File: config.mk
export PLATFORM = sky130hd
export DESIGN_NAME = uart_cfg_ctrl
export DESIGN_NICKNAME = d
export VERILOG_FILES = /design/src/logic/uart_cfg_pkg.sv /design/src/logic/tx_req_if.sv /design/src/logic/rx_pkt_if.sv /design/src/logic/uart_cfg_ctrl.sv /design/src/logic/ack_sender.sv /design/src/logic/cfg_slave_fsm.sv /design/src/logic/rx_packet_decoder.sv
export VERILOG_INCLUDE_DIRS = /design/src /design/src/logic
export SDC_FILE = /design/constraint.sdc
export NUM_CORES = 1
export LEC_CHECK = 0
export BUFFER_PORTS_ARGS = -buffer_cell sky130_fd_sc_hd__buf_2
export CELL_PAD_IN_SITES_DETAIL_PLACEMENT = 1
export CELL_PAD_IN_SITES_GLOBAL_PLACEMENT = 2
export CORE_MARGIN = 2
export CORE_UTILIZATION = 36
export CTS_CLUSTER_SIZE = 30
export DETAILED_ROUTE_END_ITERATION = 10
export PLACE_DENSITY = 0.81
export SETUP_SLACK_MARGIN = 0.3
export SYNTH_ARGS = -nofsm -noshare
export SYNTH_HDL_FRONTEND = slang
export SYNTH_HIERARCHICAL = 1
export SYNTH_SLANG_ARGS = --single-unit
File: constraint.sdc
create_clock -name clk_i -period 3.74 [get_ports clk_i]
set_input_delay 0.374 -clock clk_i [delete_from_list [all_inputs] [get_ports clk_i]]
set_output_delay 0.374 -clock clk_i [all_outputs]
set_load 0.02 [all_outputs]
File: src/logic/uart_cfg_defines.svh
`ifndef UART_CFG_DEFINES_SVH
`define UART_CFG_DEFINES_SVH

// Upper nibble that marks a byte as a configuration packet
`define CFG_PKT_TAG 4'hC

// Byte sent back for a request and for every configuration packet
`define ACKN_BYTE 8'h06

// Cycles the slave waits in setup for the next packet
`define CFG_TIMEOUT_CYCLES 64

// Wide enough to hold the timeout value itself
`define CNT_W 7

// Configuration packet layout: tag, packet ID, option
`define PKT_TAG_HI 7
`define PKT_TAG_LO 4
`define PKT_ID_HI 3
`define PKT_ID_LO 2
`define PKT_OPT_HI 1
`define PKT_OPT_LO 0

`endif
File: src/logic/uart_cfg_pkg.sv
`default_nettype none

package uart_cfg_pkg;

    // Slave configuration FSM states
    typedef enum logic [2:0] {
        MAIN,
        STD_CONFIG,
        SEND_ACKN,
        WAIT_TX,
        SETUP_SLV
    } cfg_state_e;

    // Packet ID, tells which field the option belongs to
    typedef enum logic [1:0] {
        DATA_WIDTH_ID,
        PARITY_MODE_ID,
        STOP_BITS_ID,
        END_CONFIG_ID
    } cfg_id_e;

    typedef enum logic [1:0] {DW_5BIT, DW_6BIT, DW_7BIT, DW_8BIT} data_width_e;

    // NONE and NONE2 both switch the parity check off
    typedef enum logic [1:0] {EVEN, ODD, NONE, NONE2} parity_mode_e;

    typedef enum logic [1:0] {SB_1BIT, SB_2BIT, SB_RSVD_A, SB_RSVD_B} stop_bits_e;

    // Active line configuration, 6 bits in total
    typedef struct packed {
        data_width_e  data_width;
        parity_mode_e parity_mode;
        stop_bits_e   stop_bits;
    } uart_config_s;

    // Fallback setting: 8 data bits, no parity, one stop bit
    localparam uart_config_s STD_CONFIGURATION = '{
        data_width:  DW_8BIT,
        parity_mode: NONE,
        stop_bits:   SB_1BIT
    };

endpackage : uart_cfg_pkg

`default_nettype wire

File: src/logic/tx_req_if.sv
`timescale 1ns/10ps
`default_nettype none

// Acknowledge request path from the FSM to the transmit side
interface tx_req_if;

    // Single-cycle request, only issued while busy is low
    logic req;
    // High from the cycle after req until the frame is done
    logic busy;
    // One-cycle pulse after the transmitter has finished
    logic done;

    modport fsm (
        output req,
        input  busy, done
    );

    modport sender (
        input  req,
        output busy, done
    );

endinterface : tx_req_if

`default_nettype wire

File: src/logic/rx_pkt_if.sv
`timescale 1ns/10ps
`default_nettype none

// One received byte, already split into its packet fields
interface rx_pkt_if;

    import uart_cfg_pkg::*;

    logic       valid;
    logic [7:0] data_byte;
    logic       is_cfg;
    cfg_id_e    id;
    logic [1:0] option;
    // Transfer happens when valid and ready are both high
    logic       ready;

    // The decoder reads back its own register to derive the fields
    modport decoder (
        output valid, data_byte, is_cfg, id, option,
        input  ready
    );

    modport fsm (
        input  valid, data_byte, is_cfg, id, option,
        output ready
    );

endinterface : rx_pkt_if

`default_nettype wire

File: src/logic/uart_cfg_ctrl.sv
`timescale 1ns/10ps
`default_nettype none

module uart_cfg_ctrl (
    input  logic       clk_i,
    input  logic       rst_n_i,
    // Receive side
    input  logic       rx_valid_i,
    input  logic [7:0] rx_data_i,
    input  logic       rx_parity_i,
    output logic       rx_ready_o,
    // Transmit side
    output logic       tx_valid_o,
    output logic [7:0] tx_data_o,
    input  logic       tx_ready_i,
    input  logic       tx_done_i,
    // Host control
    input  logic       config_req_slv_i,
    input  logic       enable_config_receive_i,
    input  logic       set_std_config_i,
    // Status and active configuration
    output logic [1:0] data_width_o,
    output logic [1:0] parity_mode_o,
    output logic [1:0] stop_bits_o,
    output logic       config_done_o,
    output logic       config_error_o,
    output logic       parity_error_o
);

    import uart_cfg_pkg::*;

    uart_config_s cfg;

    rx_pkt_if u_rx_pkt ();
    tx_req_if u_tx_req ();

    // Parity is checked against the configuration the FSM holds
    rx_packet_decoder i_decoder (
        .clk_i, .rst_n_i, .rx_valid_i, .rx_parity_i, .rx_data_i, .rx_ready_o,
        .cfg_i (cfg), .parity_error_o, .pkt (u_rx_pkt.decoder)
    );

    cfg_slave_fsm i_fsm (
        .clk_i, .rst_n_i, .config_req_slv_i, .enable_config_receive_i, .set_std_config_i,
        .cfg_o (cfg), .config_done_o, .config_error_o,
        .pkt (u_rx_pkt.fsm), .ack (u_tx_req.fsm)
    );

    ack_sender i_sender (
        .clk_i, .rst_n_i, .tx_ready_i, .tx_done_i, .tx_valid_o, .tx_data_o,
        .ack (u_tx_req.sender)
    );

    assign data_width_o  = cfg.data_width;
    assign parity_mode_o = cfg.parity_mode;
    assign stop_bits_o   = cfg.stop_bits;

endmodule : uart_cfg_ctrl

`default_nettype wire

File: src/logic/ack_sender.sv
`timescale 1ns/10ps
`default_nettype none
`include "uart_cfg_defines.svh"

module ack_sender (
    input  logic       clk_i,
    input  logic       rst_n_i,
    input  logic       tx_ready_i,
    input  logic       tx_done_i,
    output logic       tx_valid_o,
    output logic [7:0] tx_data_o,
    tx_req_if.sender   ack
);

    // Idle, byte offered to the transmitter, frame on the line
    typedef enum logic [1:0] {SND_IDLE, SND_PRESENT, SND_WAIT_DONE} snd_state_e;

    snd_state_e state_q;

    // Only one byte is ever sent, so the data never changes
    assign tx_data_o  = `ACKN_BYTE;
    assign tx_valid_o = state_q == SND_PRESENT;
    assign ack.busy   = state_q != SND_IDLE;

    always_ff @(posedge clk_i) begin
        if (!rst_n_i) begin
            state_q  <= SND_IDLE;
            ack.done <= 1'b0;
        end else begin
            ack.done <= 1'b0;
            case (state_q)
                SND_IDLE:      if (ack.req) state_q <= SND_PRESENT;
                // Hold valid until the transmitter takes the byte
                SND_PRESENT:   if (tx_ready_i) state_q <= SND_WAIT_DONE;
                SND_WAIT_DONE: begin
                    if (tx_done_i) begin
                        state_q  <= SND_IDLE;
                        ack.done <= 1'b1;
                    end
                end
                default:       state_q <= SND_IDLE;
            endcase
        end
    end

endmodule : ack_sender

`default_nettype wire

File: src/logic/cfg_slave_fsm.sv
`timescale 1ns/10ps
`default_nettype none
`include "uart_cfg_defines.svh"

module cfg_slave_fsm (
    input  logic                       clk_i,
    input  logic                       rst_n_i,
    input  logic                       config_req_slv_i,
    input  logic                       enable_config_receive_i,
    input  logic                       set_std_config_i,
    output uart_cfg_pkg::uart_config_s cfg_o,
    output logic                       config_done_o,
    output logic                       config_error_o,
    rx_pkt_if.fsm                      pkt,
    tx_req_if.fsm                      ack
);

    import uart_cfg_pkg::*;

    cfg_state_e       state_q;
    cfg_state_e       state_d;
    logic [`CNT_W-1:0] cnt_q;
    logic             end_seen_q;
    logic             timeout;
    logic             pkt_take;

    // Timer only runs while waiting for a packet in setup
    assign timeout       = cnt_q == `CNT_W'(`CFG_TIMEOUT_CYCLES);
    assign config_done_o = state_q == MAIN;

    // ------------------------------
    // Next state and handshakes
    // ------------------------------

    always_comb begin
        state_d   = state_q;
        pkt.ready = 1'b0;
        ack.req   = 1'b0;
        pkt_take  = 1'b0;
        case (state_q)
            MAIN: begin
                // Normal operation drops every received byte
                pkt.ready = 1'b1;
                if (config_req_slv_i && enable_config_receive_i) begin
                    state_d = SEND_ACKN;
                end else if (set_std_config_i) begin
                    state_d = STD_CONFIG;
                end
            end
            STD_CONFIG: state_d = MAIN;
            SEND_ACKN: begin
                if (!ack.busy) begin
                    ack.req = 1'b1;
                    state_d = WAIT_TX;
                end
            end
            // No timeout here, a slow transmitter just stretches the session
            WAIT_TX: begin
                if (ack.done) begin
                    state_d = end_seen_q ? MAIN : SETUP_SLV;
                end
            end
            SETUP_SLV: begin
                if (timeout) begin
                    state_d = STD_CONFIG;
                end else begin
                    pkt.ready = 1'b1;
                    // Untagged bytes are consumed and the timer keeps going
                    if (pkt.valid && pkt.is_cfg) begin
                        pkt_take = 1'b1;
                        state_d  = SEND_ACKN;
                    end
                end
            end
            default: state_d = MAIN;
        endcase
    end

    // ------------------------------
    // State, timer and config register
    // ------------------------------

    always_ff @(posedge clk_i) begin
        if (!rst_n_i) begin
            state_q        <= MAIN;
            cfg_o          <= STD_CONFIGURATION;
            cnt_q          <= '0;
            end_seen_q     <= 1'b0;
            config_error_o <= 1'b0;
        end else begin
            state_q        <= state_d;
            config_error_o <= (state_q == SETUP_SLV) && timeout;
            // Leaving setup for an acknowledge restarts the timer
            cnt_q <= (state_q == SETUP_SLV) ? cnt_q + 1'b1 : '0;
            if (state_q == MAIN) begin
                end_seen_q <= 1'b0;
            end
            if (state_q == STD_CONFIG) begin
                cfg_o <= STD_CONFIGURATION;
            end
            if (pkt_take) begin
                case (pkt.id)
                    DATA_WIDTH_ID:  cfg_o.data_width  <= data_width_e'(pkt.option);
                    PARITY_MODE_ID: cfg_o.parity_mode <= parity_mode_e'(pkt.option);
                    STOP_BITS_ID:   cfg_o.stop_bits   <= stop_bits_e'(pkt.option);
                    default:        end_seen_q        <= 1'b1;
                endcase
            end
        end
    end

endmodule : cfg_slave_fsm

`default_nettype wire

File: src/logic/rx_packet_decoder.sv
`timescale 1ns/10ps
`default_nettype none
`include "uart_cfg_defines.svh"

module rx_packet_decoder (
    input  logic                       clk_i,
    input  logic                       rst_n_i,
    input  logic                       rx_valid_i,
    input  logic                       rx_parity_i,
    input  logic [7:0]                 rx_data_i,
    output logic                       rx_ready_o,
    input  uart_cfg_pkg::uart_config_s cfg_i,
    output logic                       parity_error_o,
    rx_pkt_if.decoder                  pkt
);

    import uart_cfg_pkg::*;

    logic accept;
    logic calc_parity;
    logic mismatch;

    // Room in the register when it is empty or drained this cycle
    assign rx_ready_o = !pkt.valid || pkt.ready;
    assign accept     = rx_valid_i && rx_ready_o;

    // ------------------------------
    // Parity check at acceptance
    // ------------------------------

    always_comb begin
        // XOR only the bits that belong to the active data width
        case (cfg_i.data_width)
            DW_5BIT: calc_parity = ^rx_data_i[4:0];
            DW_6BIT: calc_parity = ^rx_data_i[5:0];
            DW_7BIT: calc_parity = ^rx_data_i[6:0];
            default: calc_parity = ^rx_data_i;
        endcase
        // Odd parity is the even result flipped
        case (cfg_i.parity_mode)
            EVEN:    mismatch = rx_parity_i != calc_parity;
            ODD:     mismatch = rx_parity_i != !calc_parity;
            default: mismatch = 1'b0;
        endcase
    end

    // ------------------------------
    // Output register
    // ------------------------------

    always_ff @(posedge clk_i) begin
        if (!rst_n_i) begin
            pkt.valid      <= 1'b0;
            parity_error_o <= 1'b0;
        end else begin
            if (accept) begin
                pkt.valid <= 1'b1;
            end else if (pkt.ready) begin
                pkt.valid <= 1'b0;
            end
            // The error pulse lines up with the byte showing up on the interface
            parity_error_o <= accept && mismatch;
        end
    end

    always_ff @(posedge clk_i) begin
        if (accept) begin
            pkt.data_byte <= rx_data_i;
        end
    end

    // Field split of the stored byte
    assign pkt.is_cfg = pkt.data_byte[`PKT_TAG_HI:`PKT_TAG_LO] == `CFG_PKT_TAG;
    assign pkt.id     = cfg_id_e'(pkt.data_byte[`PKT_ID_HI:`PKT_ID_LO]);
    assign pkt.option = pkt.data_byte[`PKT_OPT_HI:`PKT_OPT_LO];

endmodule : rx_packet_decoder

`default_nettype wire

Yosys cells after proc, flatten, opt, wreduce, memory -nomap -nowiden
Index checks and enable logic that the tools add are counted.

Add/subtract/negate cells: 1. $mul: 0. Divide/modulo/power cells: 0. Magnitude comparators: 0. Eq/ne operators: 22. Shifts and indexed selects: 0. Multiplexer cells: 32. Bitwise logic cells: 0. Reductions and logical operators: 24.

Operators by type and width (count): 3-bit 2-to-1 mux (7); 1-bit 2-to-1 mux (12); 2-bit 2-to-1 mux (6); 6-bit 2-to-1 mux (2); 3-bit case mux with 4 select lines (1); 2-bit by 1-bit == test with 1-bit output (second input constant) (4); 2-bit zero test (4); 8-bit parity (1); 7-bit by 1-bit adder with 7-bit output (second input constant) (1); 7-bit == test (second input constant) (1); 7-bit parity (1); 2-bit == test (second input constant) (3); 3-bit by 2-bit == test with 1-bit output (second input constant) (2); 2-bit != test (second input constant) (3); 2-bit case mux with 3 select lines (1); 6-bit parity (1); 1-bit logical AND (5); 5-bit parity (1); 4-bit == test (second input constant) (1); 2-bit by 1-bit != test with 1-bit output (second input constant) (2); 1-bit case mux with 2 select lines (2); 2-bit AND reduction (2); 4-bit AND reduction (1); 2-bit nonzero test (2); other kinds (11) (13).

Flip-flop bits (word level): 31. Latch bits: 0. Bits in writable memories: 0. Bits in read-only memories: 0. Bits of input ports: 17. Word-level logic and storage cells: 91. Memories kept: 0.

Depth between registers and ports, before layout
Word-level depth: 6. Mapped depth: 8. Depth with buffers taken out: 8.

Hierarchy
Netlist, hierarchy kept.

Modules (own cells, without submodules): cfg_slave_fsm (times used 1, cells an instance 108, area each 973.4 um^2); rx_packet_decoder (times used 1, cells an instance 37, area each 500.5 um^2); ack_sender (times used 1, cells an instance 22, area each 203.9 um^2).

Worst setup path after synthesis
OpenSTA, ideal clock, no wires.

Path type: register to register. From: reg i_fsm.cnt_q[0]. To: reg i_decoder.parity_error_o. Setup time: 0.126 ns. Data arrival time: 1.830 ns. Setup slack: 1.784 ns. Cell stages (with the launch flop): 9. Buffers on the path: 0. Period minus slack after synthesis: 1.956 ns. Path through: dfxtp_1 > inv_1 > ha_1 > nor4b_1 > a311oi_1 > nand2b_1 > and2_1 > nand3b_1 > nor3b_1.

Cells in the longest elaborated chain, start to end: 6.

RTL lines: start, declared (RTL line cfg_slave_fsm.sv:22) `` logic [`CNT_W-1:0] cnt_q; ``; start signal, assigned (RTL line cfg_slave_fsm.sv:94) `cnt_q <= (state_q == SETUP_SLV) ? cnt_q + 1'b1 : '0;`; 7-bit == test (RTL line cfg_slave_fsm.sv:28) `` assign timeout = cnt_q == `CNT_W'(`CFG_TIMEOUT_CYCLES); ``; 1-bit 2-to-1 mux (RTL line cfg_slave_fsm.sv:64) `if (timeout) begin`; 1-bit case mux with 2 select lines (RTL line cfg_slave_fsm.sv:40) `case (state_q)`; named net u_rx_pkt.ready (RTL line rx_pkt_if.sv:15) `logic ready;`; 1-bit logical OR (RTL line rx_packet_decoder.sv:24) `assign rx_ready_o = !pkt.valid || pkt.ready;`; named net rx_ready_o (RTL line uart_cfg_ctrl.sv:11) `output logic rx_ready_o,`; 1-bit logical AND (RTL line rx_packet_decoder.sv:25) `assign accept = rx_valid_i && rx_ready_o;`; named net i_decoder.accept (RTL line rx_packet_decoder.sv:19) `logic accept;`; 1-bit logical AND (RTL line rx_packet_decoder.sv:62) `parity_error_o <= accept && mismatch;`; end signal, assigned (RTL line rx_packet_decoder.sv:62); end, declared (RTL line rx_packet_decoder.sv:13) `output logic parity_error_o,`.

The timed path passes the listed nets, and every way through them passes these cells. A chain may end at the register's enable or synchronous reset.

Final worst setup path
From: reg i_fsm.cnt_q[0]. To: out rx_ready_o.

Cells in the longest elaborated chain, start to end: 4.

RTL lines (RTL line): 7-bit == test (cfg_slave_fsm.sv:28); 1-bit 2-to-1 mux (cfg_slave_fsm.sv:64); 1-bit case mux with 2 select lines (cfg_slave_fsm.sv:40); named net u_rx_pkt.ready (rx_pkt_if.sv:15); 1-bit logical OR (rx_packet_decoder.sv:24); end, declared (uart_cfg_ctrl.sv:11).

The timed path passes the listed nets, and every way through them passes these cells.

==> results.yml <==
outcome:
  status: "finished clean"
placed_design:
  gp_congestion: 0.7799
  hpwl_um: 2884
  dpl.cell_count: 236
  numPortBuffers: 27
timing:
  fin_crit_sh_pct: 65.00
  fin_crit_ns: 2.431
  hold_violations: 0
  setup_viol: 0
  tightest_slew_ns: 0.7537
  report.final.slew_viol_count: 0
  slew_headroom_pct: 49.04
  clock.fmax_mhz: 411.3
  rsz0062_at_grt: "false"
  skew_ns: 0.004405
  fin_setup_tns_ns: 0
pwr:
  total_power_uw: 832.4
  combPwrFrac_pct: 14.7
  clock_power_share_pct: 39.4
  power_switching_uw: 217.6
  p_per_area_nw_per_um2: 436.8
  intPower_uw: 614.8
  peakVddDrop_v: 0.0002024
  p_leak_nw: 0.7421
  swShare_pct: 26.14
  seqPwrFrac_pct: 45.9
worst_setup_path:
  path_buf_inv: 2
  cp-start-kind: "register"
  path_max_fanout: 5
  crit_required_ns: 3.37
  crit_chain: "inv_1 > ha_1 > nor4b_1 > a311oi_1 > nand2b_1 > buf_2"
  crit_type: "register to primary output"
  cpPeakStageDelay_ns: 0.63
  r2r_end: "i_decoder/parity_error_o"
  r2r_cells: 8
  cp.arrival_ns: 2.06
  cp_slowest_cell: "nor4b_1"
  worstSetupEndpointType: "primary output"
  critPathTopFamily: "simple AND/OR/NAND/NOR gates"
  reg2reg_slack_ns: 1.53
  rr_startpoint: "i_fsm/cnt_q[0]"
cts:
  numCtsBuffers: 5
  clockBufferDepth: 2
  hold_buffers: 0
  cts_tree: "done"
  path_clk_slew_ns: 0.07
  insertion_delay_ns: 0.29
  cts_root_buffer: "clkbuf_8"
  postCtsSetupRepairBufs: 0
  cts_max_level: 2
  cts_resized: 0
  cts_num_sinks: 31
cells_and_area:
  antenna_cells: 0
  fillers: 524
  final_net_count: 210
  final_cells: 244
  mostFrequentLayoutCells: "27 x buf_2, 23 x dfxtp_1, 11 x nand2_1"
  final_common_cell: "buf_2"
  synthToLayoutAreaGrowth_pct: 13.57
  drive_gt1_share_pct: 23.44
synthesis:
  avgSynthCellArea_sq_um: 10.05
  syn_inst: 167
  ys_warn_count: 6
  async_flop_share_pct: 0
  synth.distinct_cells: 55
  syn_area_sq_um: 1678
  synth-simple-area-share_pct: 28.78
  synth-adder-area-share_pct: 1.491
  synth.area.top_cells: "dfxtp_1 27%, edfxtp_1 14%, buf_4 5.4%"
  synth_top_family_by_area: "simple AND/OR/NAND/NOR gates"
  synth_top_flop_cell: "dfxtp_1"
  synth_edf_count: 8
  synthMuxAreaShare_pct: 3.654
  synth_top_area_share_pct: 27.44
  synth-compound-area-share_pct: 11.04
  synth_top_area_cell: "dfxtp_1"
  synth_xor_area_share_pct: 5.295
  ys_seq_area_share_pct: 41.76
  ys_seq_elements: 31
floorplanning:
  start_util_pct: 38.01
  std_cell_rows: 24
  die_area_sq_um: 5223
  io_pins: 36
  die_h_um: 72.27
  core_area_sq_um: 4414
  die_w_um: 72.27
global_routing:
  grt_pass1_wl_um: 6417
  grt_usage_pct: 15.91
  grt_overflow: 0
  first_global_vias: 1319
  antenna_found_initial: 0
  grt_max_degree: 19
job:
  maxCapViolCount: 0
worst_hold_path:
  hold_class: "primary input to register"
  min_path_cells: 1
  min_to: "i_decoder/pkt.data_byte[1]"
  min-delay-start: "rx_data_i[1]"
detailed_routing:
  wl_per_cell_um: 15.36
  wl_met1_um: 1588
  drt_pass1_iterations: 4
  maxUsedRoutingLayer: "met4"
  wl_met2_um: 1965
  routed_wl_um: 3747
  vias: 1306
  wl_met3_um: 159
  drc: 0
  first_iter_violations: 50
  final_antenna_net_count: 0
  vias_per_cell: 5.352
## cells by family after synthesis
logic type               after synthesis
flip-flops                            31
multiplexers                           6
AND/OR/NAND/NOR                       75
other                                  2
AO/OA/AOI/OAI                         23
buffers and inverters                 21
adder cells (fa/ha/maj)                2
XOR/XNOR                               7
## synth_stat cells, drive strengths merged, types with 2 or more instances
| library cell | count |
|---|---|
| dfxtp | 23 |
| buf | 14 |
| nand2 | 11 |
| edfxtp | 8 |
| nand2b | 7 |
| nand3 | 7 |
| nor2 | 7 |
| nor3 | 7 |
| nor2b | 6 |
| inv | 5 |
| mux2i | 5 |
| nor3b | 4 |
| o21ai | 4 |
| a211oi | 3 |
| a21oi | 3 |
| nand4b | 3 |
| or3 | 3 |
| xnor2 | 3 |
| a221oi | 2 |
| and2 | 2 |
| clkbuf | 2 |
| conb | 2 |
| ha | 2 |
| nand3b | 2 |
| nand4 | 2 |
| or3b | 2 |
| or4bb | 2 |
| xnor3 | 2 |
| xor2 | 2 |
## power groups by stage
stage	registers, mW	logic [mW]	clock network [mW]
CTS	0.382	0.124	0.336
finish	0.382	0.123	0.328
global placement	0.389	0.120	0
global route	0.386	0.136	0.352
floorplan	0.374	0.112	0
detailed placement	0.390	0.123	0
## registers in the layout, summed over array words and instances (netlist names)
name / cells
i_fsm/config_error_o: 1
i_fsm/end_seen_q: 1
i_fsm/cfg_o: 6
i_decoder/pkt.data_byte: 8
i_sender/state_q: 2
i_decoder/parity_error_o: 1
i_fsm/state_q: 3
i_sender/ack.done: 1
i_decoder/pkt.valid: 1
i_fsm/cnt_q: 7
## layout make-up
class / count / area, sq um / share of cell area, %
clock buffer: 5 / 68.82 / 3.611
clock inverter: 3 / 43.79 / 2.298
inverter: 5 / 18.77 / 0.9849
multi-input combinational: 121 / 873.3 / 45.83
sequential: 31 / 700.7 / 36.77
tap: 52 / 65.06 / 3.414
timing repair buffer: 27 / 135.1 / 7.091
## per-stage QoR
step	worst slack (ns)	instance area (sq um)	util, %	hold WS, ns
after floorplan	1.784	1700	-	0.4409
after detailed placement	1.570	1793	40.62	0.4655
after global routing	1.139	1906	43.17	0.2791
after CTS	1.291	1906	43.17	0.2765
after global placement	1.687	1793	40.62	0.4550
final	1.309	1906	43.17	0.2852
## worst max path at each step
| stage | to | from | cells after the start |
|---|---|---|---|
| CTS | rx_ready_o | i_fsm/cnt_q[0] | 6 |
| floorplan | i_decoder/parity_error_o | i_fsm/cnt_q[0] | 8 |
| finish | rx_ready_o | i_fsm/cnt_q[0] | 6 |
| global route | rx_ready_o | i_fsm/cnt_q[0] | 6 |
| detailed placement | i_decoder/parity_error_o | i_fsm/cnt_q[0] | 8 |
| global placement | i_decoder/parity_error_o | i_fsm/cnt_q[0] | 8 |
## metal layers
| layer | up-vias | track usage, % |
|---|---|---|
| li1 | 641 | - |
| met2 | 26 | 27.42 |
| met4 | 0 | 3.983 |
| met5 | - | 0 |
| met3 | 5 | 5.556 |
| met1 | 634 | 18.90 |
Power figures use the tool's default switching activity.
